`src/coreCfgPkg.sv`:
```
`default_nettype none

package coreCfgPkg;

    localparam int XLEN = 32;
    localparam int NUM_ARCH_REGS = 16; // x0 reads zero
    localparam int ROB_SIZE = 16;
    localparam int IQ_SIZE = 4;

    typedef logic [XLEN-1:0] Word;
    typedef logic [3:0] ArchReg;
    typedef logic [3:0] Tag; // ROB index doubles as result tag
    typedef logic [4:0] SqN; // extra wrap bit for age compares

    typedef enum logic {
        LONG_DIV,
        LONG_MUL
    } LongFu;

endpackage

`default_nettype wire

```
`src/uopPkg.sv`:
```
`default_nettype none

package uopPkg;

    typedef enum logic [2:0] {
        OP_ADD,
        OP_SUB,
        OP_AND,
        OP_XOR,
        OP_SLTU,
        OP_MUL,
        OP_DIVU
    } OpCode;

    typedef struct packed {
        logic valid;
        OpCode op;
        coreCfgPkg::ArchReg dst;
        coreCfgPkg::ArchReg srcA;
        coreCfgPkg::ArchReg srcB;
        logic useImm; // imm replaces srcB
        coreCfgPkg::Word imm;
    } DispatchUOp;

    typedef struct packed {
        logic ready;
        coreCfgPkg::Tag tag; // producer when not ready
        coreCfgPkg::Word value;
    } Operand;

    typedef struct packed {
        logic valid;
        OpCode op;
        coreCfgPkg::SqN sqN; // low bits are the result tag
        Operand srcA;
        Operand srcB;
    } IssueUOp;

    typedef struct packed {
        logic valid;
        coreCfgPkg::Tag tag;
        coreCfgPkg::Word value;
    } ResultUOp;

    typedef struct packed {
        logic valid;
        coreCfgPkg::SqN sqN;
        coreCfgPkg::ArchReg dst;
        coreCfgPkg::Word value;
    } CommitUOp;

endpackage

`default_nettype wire

```
`src/IssueQueue.sv`:
```
`default_nettype none

module IssueQueue #(
    parameter int DEPTH = 4
) (
    input wire clk,
    input wire reset,
    input wire uopPkg::IssueUOp enq,
    output logic free,
    input wire uopPkg::ResultUOp result0,
    input wire uopPkg::ResultUOp result1,
    input wire blockInt,
    input wire blockLong,
    output uopPkg::IssueUOp issue
);
    import coreCfgPkg::*;
    import uopPkg::*;

    IssueUOp entries[DEPTH];
    logic selValid;
    int selIdx;
    int freeIdx;

    function automatic logic older(SqN a, SqN b);
        SqN diff;
        diff = a - b;
        return diff[4];
    endfunction

    function automatic Operand wake(Operand o, ResultUOp r0, ResultUOp r1);
        Operand n;
        n = o;
        if (!o.ready && r0.valid && r0.tag == o.tag) begin
            n.ready = 1'b1;
            n.value = r0.value;
        end else if (!o.ready && r1.valid && r1.tag == o.tag) begin
            n.ready = 1'b1;
            n.value = r1.value;
        end
        return n;
    endfunction

    function automatic logic eligible(IssueUOp e, logic bInt, logic bLong);
        logic isLong;
        isLong = e.op == OP_MUL || e.op == OP_DIVU;
        return e.valid && e.srcA.ready && e.srcB.ready && !(isLong ? bLong : bInt);
    endfunction

    always_comb begin
        selValid = 1'b0;
        selIdx = 0;
        freeIdx = 0;
        free = 1'b0;
        for (int i = 0; i < DEPTH; i++) begin
            if (eligible(entries[i], blockInt, blockLong) &&
                (!selValid || older(entries[i].sqN, entries[selIdx].sqN))) begin
                selValid = 1'b1;
                selIdx = i;
            end
            if (!entries[i].valid && !free) begin
                free = 1'b1;
                freeIdx = i;
            end
        end
        issue = entries[selIdx];
        issue.valid = selValid;
    end

    always_ff @(posedge clk) begin
        if (reset) begin
            for (int i = 0; i < DEPTH; i++) entries[i].valid <= 1'b0;
        end else begin
            for (int i = 0; i < DEPTH; i++) begin
                entries[i].srcA <= wake(entries[i].srcA, result0, result1);
                entries[i].srcB <= wake(entries[i].srcB, result0, result1);
                if (selValid && selIdx == i) entries[i].valid <= 1'b0;
            end
            if (enq.valid) entries[freeIdx] <= enq;
        end
    end

    // dispatch only routes here while a slot is open
    assert property (@(posedge clk) disable iff (reset) enq.valid |-> free);

endmodule

`default_nettype wire

```
`config.mk`:
```
export PLATFORM = sky130hd
export DESIGN_NAME = IssueQueue
export DESIGN_NICKNAME = d
export VERILOG_FILES = /design/src/coreCfgPkg.sv /design/src/uopPkg.sv /design/src/IssueQueue.sv
export SDC_FILE = /design/constraint.sdc
export NUM_CORES = 1
export LEC_CHECK = 0
export ABC_AREA = 1
export BUFFER_PORTS_ARGS = -buffer_cell sky130_fd_sc_hd__buf_2
export CAP_MARGIN = 20
export CORE_UTILIZATION = 61
export CTS_BUF_LIST = sky130_fd_sc_hd__clkbuf_8
export CTS_CLUSTER_SIZE = 14
export DETAILED_ROUTE_END_ITERATION = 12
export HOLD_SLACK_MARGIN = 0.15
export PLACE_DENSITY_LB_ADDON = 0.2
export SYNTH_ARGS = -nofsm -noshare
export SYNTH_HDL_FRONTEND = slang
export SYNTH_SLANG_ARGS = --single-unit
```
`constraint.sdc`:
```
create_clock -name clk -period 5.8 [get_ports clk]
set_clock_uncertainty 0.15 [all_clocks]
set_input_delay 0.58 -clock clk [delete_from_list [all_inputs] [get_ports clk]]
set_output_delay 0.58 -clock clk [all_outputs]
set_load 0.03 [all_outputs]
```
Yosys cells after proc, flatten, opt, wreduce, memory -nomap -nowiden:

Memories as Yosys holds them, arrays and structs flattened.
Cells that the tools add are included.
Widths: inputs -> output; s select.

* memories kept: 1
* word-level logic and storage cells: 205
* bits in writable memories: 332
* output and inout port bits: 84
* flip-flop bits (word level): 0
* input bits: 161

* equal/unequal tests: 27
* reduce and logical (&&, ||, !) cells: 82
* bitwise logic cells: 4
* add/sub/neg operators: 3
* mux-type cells: 88

Memory list
* entries: depth 4, width 83, rd ports 7, clocked after memory_dff 0, wr ports 5, line IssueQueue.sv:19 `IssueUOp entries[DEPTH];`

Operator list (count)
* $mux 32: 26
* $eq 32x3->1 const B: 2
* $eq 4x4->1: 16
* $mux 1: 60
* $logic_and 1x1->1: 54
* $eq 32x2->1 const B: 1
* $logic_not 32->1: 1
* $eq 3x3->1 const B: 8
* $logic_not 1->1: 20
* $sub 5x5->5: 3
* $logic_or 1x1->1: 7
* $mux 2: 2
* $or 1x1->1: 4

Depth between registers and ports, before layout:

Gate-level depths: netlist (run 1).
An unclocked memory read counts as a cell.

* depth after elaboration: 27
* gate-level depth with buffers: 39
* mapped depth without buffers: 35

Worst setup path before layout (run 1):

OpenSTA, ideal clock, no wires.

* kind: reg-to-output
* from: memory entries[1][77] in the netlist's numbering
* to: output port issue[75] in the netlist's numbering
* cell stages (with the launch flop): 27
* slack: 707 ps
* buffers on the path: 5
* data required time: 5070 ps
* data arrival time: 4363 ps
* cell sequence: edfxtp_1 -> ha_1 -> a21oi_1 -> nand3_1 -> nand3_1 -> nand2_2 -> buf_6 -> o21ai_0 -> ha_1 -> a21oi_1 -> nand3_1 -> nand3_1 -> nand2_2 -> inv_1 -> clkbuf_1 -> clkbuf_1 -> o21ai_0 -> inv_1 -> ha_1 -> a21oi_1 -> nand3_1 -> nand3_2 -> nand2_4 -> buf_4 -> buf_4 -> o21ai_1 -> nand3_1

RTL lines
* start, declared: line IssueQueue.sv:19
* end, declared: line IssueQueue.sv:14 `output uopPkg::IssueUOp issue`

==> key figures, run 1 <==
GRT
  • Global-route wire length before repair: 100,300 µm
  • Largest net degree at the start of global routing: 105
  • GRT overflow: 0
  • Vias in the first global route: 17,880
  • Total track usage: between 30 and 40%
  • Initial antenna violation count: 7

Synthesis
  • Sequential element share of the synthesized area: 49.15%
  • Yosys cell types: 35
  • Top cells by area, synth: edfxtp_1 (49%), nand2_1 (10%), o211ai_1 (9.5%), nand3_1 (8.5%), o21ai_0 (6.6%)
  • Synth Cell Area: 20,280 µm²
  • Syn Inst Count: 2,463
  • YS warnings: 0
  • Syn nets: 2,633
  • Top cell type's share of synthesized area: 49.15%
  • Seq cells post-synth: 332
  • Area leader, netlist: edfxtp_1
  • Mean post-synth cell area: roughly 8.2 µm²

Clock network
  • CTS root buffer: clkbuf_8
  • Clock tree buffer depth: 3
  • CTS buffer count: 54
  • H-tree levels: 2
  • CTS Sinks: ~330
  • Clk_lat worst skew: around 640 ps
  • CTS clk-pin slew, worst paths: about 60 ps
  • CTS tree: done

STA
  • Fmax: 171.0 MHz
  • Final setup vio count: 41
  • Slew headroom: 23.29%
  • Hold violation total from the final report: 0
  • Final Cycle Share: 100.8%
  • Fin crit period: between 5000 and 6000 ps
  • RSZ-0062 raised after global routing: yes
  • Worst Tran Pin Value: 1151 ps
  • Final worst-path setup slack: -47.75 ps
  • Slew Viols, Final: 0

Layout
  • Max reg flops: 332
  • Largest reg by FF count: entries
  • Nets@finish: 2,808
  • Commonest non-fill, non-tap cells in the layout: nand2_1 (510), edfxtp_1 (332), inv_1 (325)
  • Non-Filler Instances: 3,123
  • Fillers: approximately 2,400
  • Post-synthesis to final-layout area growth: 18.94%
  • Commonest non-fill, non-tap cell in the layout: nand2_1
  • Layout cells sized above 1: 19.15%
  • Register area: 9970 µm²
  • Area used by multi-input combinational logic: between 8000 and 9000 µm²
  • Top flop regs: entries (332)

Floorplan
  • Die height: 184.4 µm
  • Die width: 184.4 µm
  • Die Area: around 34,000 µm²
  • Core ar.: roughly 33,000 µm²
  • Initial Util: 62.18%
  • Num ports: 245
  • Std-Cell Rows: 66

Drt
  • Iteration-0 DRC count of the detailed router: 2,841
  • Vias: 20,020
  • Drt wl/cell: around 23 µm
  • DR pass1 iterations: 6
  • Routed wire length: 71,670 µm
  • Post-route ant nets: 0
  • Routed vias/inst: 6.411
  • DRC: 0

Setup path
  • Slowest-stage cell, CP: edfxtp_1
  • Max incr delay on CP: 480 ps
  • Arrival time worst endpoint: about 5000 ps
  • Critical path startpoint category: register
  • Critical path's most frequent cell: nand2_2
  • Worst path required time: 5070 ps
  • Crit end category: output port
  • Worst-path fanout max: 10
  • Setup CP Type: reg2out

Pwr
  • Pwr Density: 241.5 nW/µm²
  • VDD IR max: 0.0001707 V
  • Leakage: 10.62 nW
  • Total Power: between 5 and 6 mW

Worst hold path
  • Worst hold-check path type: in2reg

Placed design
  • Post-DP HPWL: 40,650 µm
  • Place WS: approximately 300 ps
  • DP Cell Count: 2,962
  • Port bufs: about 240
  • GPL Wtd Cong: 0.9441

Flow run
  • Max-cap violations: 0

Outcome
  • Status: finished, violations left
  • Violated checks: setup timing
## power breakdown
part           leakage [nW]  switching (mW)  internal (mW)
sequential             3.02          0.0305           2.74
combinational          7.04           0.717          0.359
clock                 0.556           0.981           1.00
## worst max-delay path: cells and delay by family (launching register included)
family	cells	cell delay (ps)
simple gates	22	1810
buf+inv	8	930
fa+ha+maj	3	900
flops	1	480
compound gates	2	330
## metal layers
layer  global-route usage [%]  routed length, µm  vias up  share of wire [%]
met5                        0                 12        -              0.017
met4                    16.80               2940        2                4.1
met3                    9.761              10990      248                 15
met2                    58.58              31860     1632                 44
met1                    53.79              25870     9212                 36
li1                         -                  -     8929                  -
## metrics by stage
step | util, % | cell area (µm²) | setup TNS, ps | hold WS [ps]
after floorplan | - | 20280 | 0 | 441.9
final | 73.96 | 24130 | -639.9 | 186.4
after CTS | 70.12 | 22870 | -73.87 | 170.3
after detailed placement | 66.00 | 21530 | 0 | 502.5
after global placement | 66.00 | 21530 | 0 | 487.0
after global routing | 73.95 | 24120 | -15900 | 180.6
## logic make-up (layout without fill, tap and decap cells)
| group | after synthesis | count (layout) | synth area share [%] |
|---|---|---|---|
| AND/OR/NAND/NOR | 946 | 950 | 19.92 |
| AO/OA/AOI/OAI | 612 | 612 | 18.93 |
| buffers and inverters | 553 | 760 | 10.97 |
| flip-flops | 332 | 332 | 49.15 |
| XOR/XNOR | 11 | 11 | 0.4750 |
| adder cells (fa/ha/maj) | 9 | 9 | 0.5552 |
| other | 0 | 7 | 0 |
## area by class of cell
type                    instances  area share (%)
clock inverters                37          0.9491
inverters                     331           5.191
diodes                          7         0.07261
clock buffers                  55           3.138
repair buffers                337           11.11
well taps                     442           2.292
flip-flops and latches        332           41.32
multi-input cells            1582           35.92
## path summary, 6_finish.rpt
kind / from / to / slack (ps) / cells past startpoint
worst max-delay path: entries[1][77]$_DFFE_PP_ / issue[23] / -50 / 35
worst min register to register: entries[1][36]$_DFFE_PP_ / entries[1][36]$_DFFE_PP_ / 540 / 2
worst min-delay path: enq[39] / entries[1][39]$_DFFE_PP_ / 190 / 3
worst max register to register: entries[1][77]$_DFFE_PP_ / entries[0][82]$_SDFFCE_PN0P_ / 1220 / 32
## cells in the mapped netlist, drive strengths merged
master	count
nor3b	1
xor2	6
o311ai	3
nor2	30
ha	9
buf	58
clkbuf	164
o21ai	274
a221oi	13
a211oi	10
inv	330
edfxtp	332
o22ai	22
nor3	6
o2111ai	4
nand3	344
nand2	557
clkinv	1
xnor2	5
o211ai	256
nand4	6
or2	2
a21oi	30
## timing repair
action | in CTS | in global routing
hold buffers | 17 | 0
buffers inserted | 4 | 17
pin swaps | 2 | 32
cloned | 4 | 21
setup endpoints to repair | 82 | 82
endpoints found under the hold margin | 70 | 0
gates resized for setup | 22 | 224
(Power assumes the default switching activity.)
==> inputs of run 2 (changes only) <==
--- a/config.mk
+++ b/config.mk
@@ -14,6 +14,7 @@
 export DETAILED_ROUTE_END_ITERATION = 12
 export HOLD_SLACK_MARGIN = 0.15
 export PLACE_DENSITY_LB_ADDON = 0.2
+export SETUP_SLACK_MARGIN = 0.1
 export SYNTH_ARGS = -nofsm -noshare
 export SYNTH_HDL_FRONTEND = slang
 export SYNTH_SLANG_ARGS = --single-unit
==> key figures, run 2 (synthesis gave the netlist of run 1 again) <==
Layout
  • Max reg flops: 332
  • Final core utilization: 74.77%
  • Fillers: about 2,400
  • Non-Filler Instances: 3,129
  • Commonest non-fill, non-tap cell in the layout: nand2_1
  • Commonest non-fill, non-tap cells in the layout: nand2_1 (499), edfxtp_1 (332), inv_1 (322)
  • Layout cells sized above 1: 19.94%
  • Post-synthesis to final-layout area growth: 20.24%
  • Nets@finish: 2,812
  • Largest reg by FF count: entries
  • Top flop regs: entries (332)

Floorplan
  • Core ar.: 32,620 µm²
  • Die height: 184.4 µm
  • Num ports: about 250
  • Initial Util: 62.18%
  • Std-Cell Rows: 66
  • Die Area: roughly 34,000 µm²
  • Die width: 184.4 µm

Clock network
  • Clk_lat worst skew: ~640 ps
  • CTS root buffer: clkbuf_8
  • H-tree levels: 2
  • CTS buffer count: 54
  • CTS tree: done
  • CTS clk-pin slew, worst paths: ~70 ps
  • CTS Sinks: about 330
  • Clock tree buffer depth: 3

Placed design
  • DP Cell Count: 2,962
  • Post-DP HPWL: 40,650 µm
  • Port bufs: between 200 and 250
  • GPL Wtd Cong: 0.9441

STA
  • Hold violation total from the final report: 0
  • Worst Tran Pin Value: 1135 ps
  • Final setup vio count: 0
  • RSZ-0062 raised after global routing: yes
  • Slew Viols, Final: 0
  • Slew headroom: 24.31%
  • Fin crit period: 5788 ps
  • Setup TNS: 0 ps
  • Fmax: 172.8 MHz
  • Final Cycle Share: 99.80%

GRT
  • Vias in the first global route: 18,000
  • Initial antenna violation count: 8
  • GRT overflow: 0
  • Global-route wire length before repair: 101,400 µm
  • Total track usage: 39.47%
  • Largest net degree at the start of global routing: 105

Pwr
  • Seq pwr share: 47.4%
  • Combinational fraction of design power: 18.7%
  • Total Power: between 5 and 6 mW
  • Pwr Density: 239.5 nW/µm²
  • VDD IR max: 0.0001685 V
  • Leakage: about 11 nW
  • NetSw: 1.723 mW
  • Switch share: 29.50%
  • P_int: 4.118 mW
  • Clock power frac: 33.9%

Setup path
  • Setup CP Type: reg2out
  • FF-to-FF path depth: 34
  • Crit end category: output port
  • Worst-path fanout max: 9
  • Arrival time worst endpoint: between 5000 and 6000 ps
  • R2r endpoint: entries[0][82]$_SDFFCE_PN0P_
  • Crit path buf inv count: 8
  • Setup crit end: issue[0]
  • Critical path startpoint category: register
  • Max incr delay on CP: between 400 and 500 ps
  • Slowest-stage cell, CP: edfxtp_1
  • Critical path's most frequent cell: nand2_2
  • CP delay by family, top: simple AND/OR/NAND/NOR gates
  • Worst path required time: approximately 5000 ps
  • R2R setup slack: 1260 ps
  • Critical path depth in cells: 36
  • RR Startpoint: entries[1][75]$_DFFE_PP_
  • CP Launch Point: entries[1][75]$_DFFE_PP_

Flow run
  • Max-cap violations: 0

Drt
  • DRC: 0
  • Iteration-0 DRC count of the detailed router: about 3,000
  • M1 WL: 26,020 µm
  • DR pass1 iterations: 7
  • Routed wire length: between 70,000 and 80,000 µm
  • Met3 wire len: a little over 10,000 µm
  • Routed vias/inst: 6.414
  • Post-route ant nets: 0
  • Vias: approximately 20,000
  • Drt wl/cell: ~23 µm
  • Top routing layer used: met5
  • Met2 wire length: 31,860 µm

Outcome
  • Status: completed

Worst hold path
  • Worst hold start: enq[42]
  • Worst hold-check path type: in2reg
[run 2: changes by cell type in the layout (fill, tap and decap cells not counted), moves of 3 or more]
cell / before / now
nand2_2: 38 / 48
inv_1: 325 / 322
nand2_1: 510 / 499
buf_12: 7 / 11
nand2_8: 5 / 2
buf_4: 40 / 58
inv_2: 16 / 19
clkbuf_4: 8 / 3
nand3_2: 28 / 31
buf_2: 197 / 172
buf_6: 49 / 62
[run 2: per-stage QoR]
| stage | worst slack [ps] | cell area [µm²] | hold WS (ps) |
|---|---|---|---|
| 6_report | 11.51 | 24390 | 185.8 |
| 5_1_grt | -141.3 | 24380 | 189.9 |
| 4_1_cts | 111.2 | 23180 | 170.3 |
| 3_5_place_dp | 305.0 | 21530 | 502.5 |
| 3_3_place_gp | 464.0 | 21530 | 487.0 |
| 2_1_floorplan | 707.4 | 20280 | 441.9 |
[run 2: power groups by stage]
stage	clock (mW)	sequential (mW)	combinational (mW)
floorplan	0	2.80	0.612
finish	1.98	2.77	1.09
detailed placement	0	2.81	0.914
CTS	1.97	2.76	0.960
global route	2.07	2.77	1.17
global placement	0	2.81	0.888
[run 2: worst min-delay path, stage by stage]
cell	delay, ps
buf_2	80
inv_1	60
o21ai_0	140
[run 2: repair_timing]
item                       4_1_cts  5_1_grt
gates cloned                     6       15
setup buffers                   18       10
hold endpoints to repair        70        0
setup endpoints to repair       82       82
hold buffers                    17        0
pin swaps                        2       44
resized for setup               49      274
[run 2: worst min-delay path by stage]
stage / end / cells past startpoint
after global placement: entries[0][73]$_DFFE_PP_ / 2
after CTS: entries[1][73]$_DFFE_PP_ / 3
after global routing: entries[1][73]$_DFFE_PP_ / 3
after floorplan: entries[0][73]$_DFFE_PP_ / 2
final: entries[0][42]$_DFFE_PP_ / 3
after detailed placement: entries[1][36]$_DFFE_PP_ / 2
[run 2: final cells by class]
cell class	count	area (µm²)	area share (%)
sequential	332	9970	40.88
multi-input combinational	1580	8687	35.62
timing repair buffer	343	2918	11.96
inverter	331	1252	5.135
clock buffer	55	757.0	3.104
tap	442	553.0	2.268
clock inverter	37	229.0	0.9388
antenna	9	22.52	0.09235
[run 2: layer usage]
layer,up-vias,global-route usage (%)
met3,249,10.14
met1,9288,53.81
li1,8942,-
met4,2,17.73
met2,1587,59.31
met5,-,0
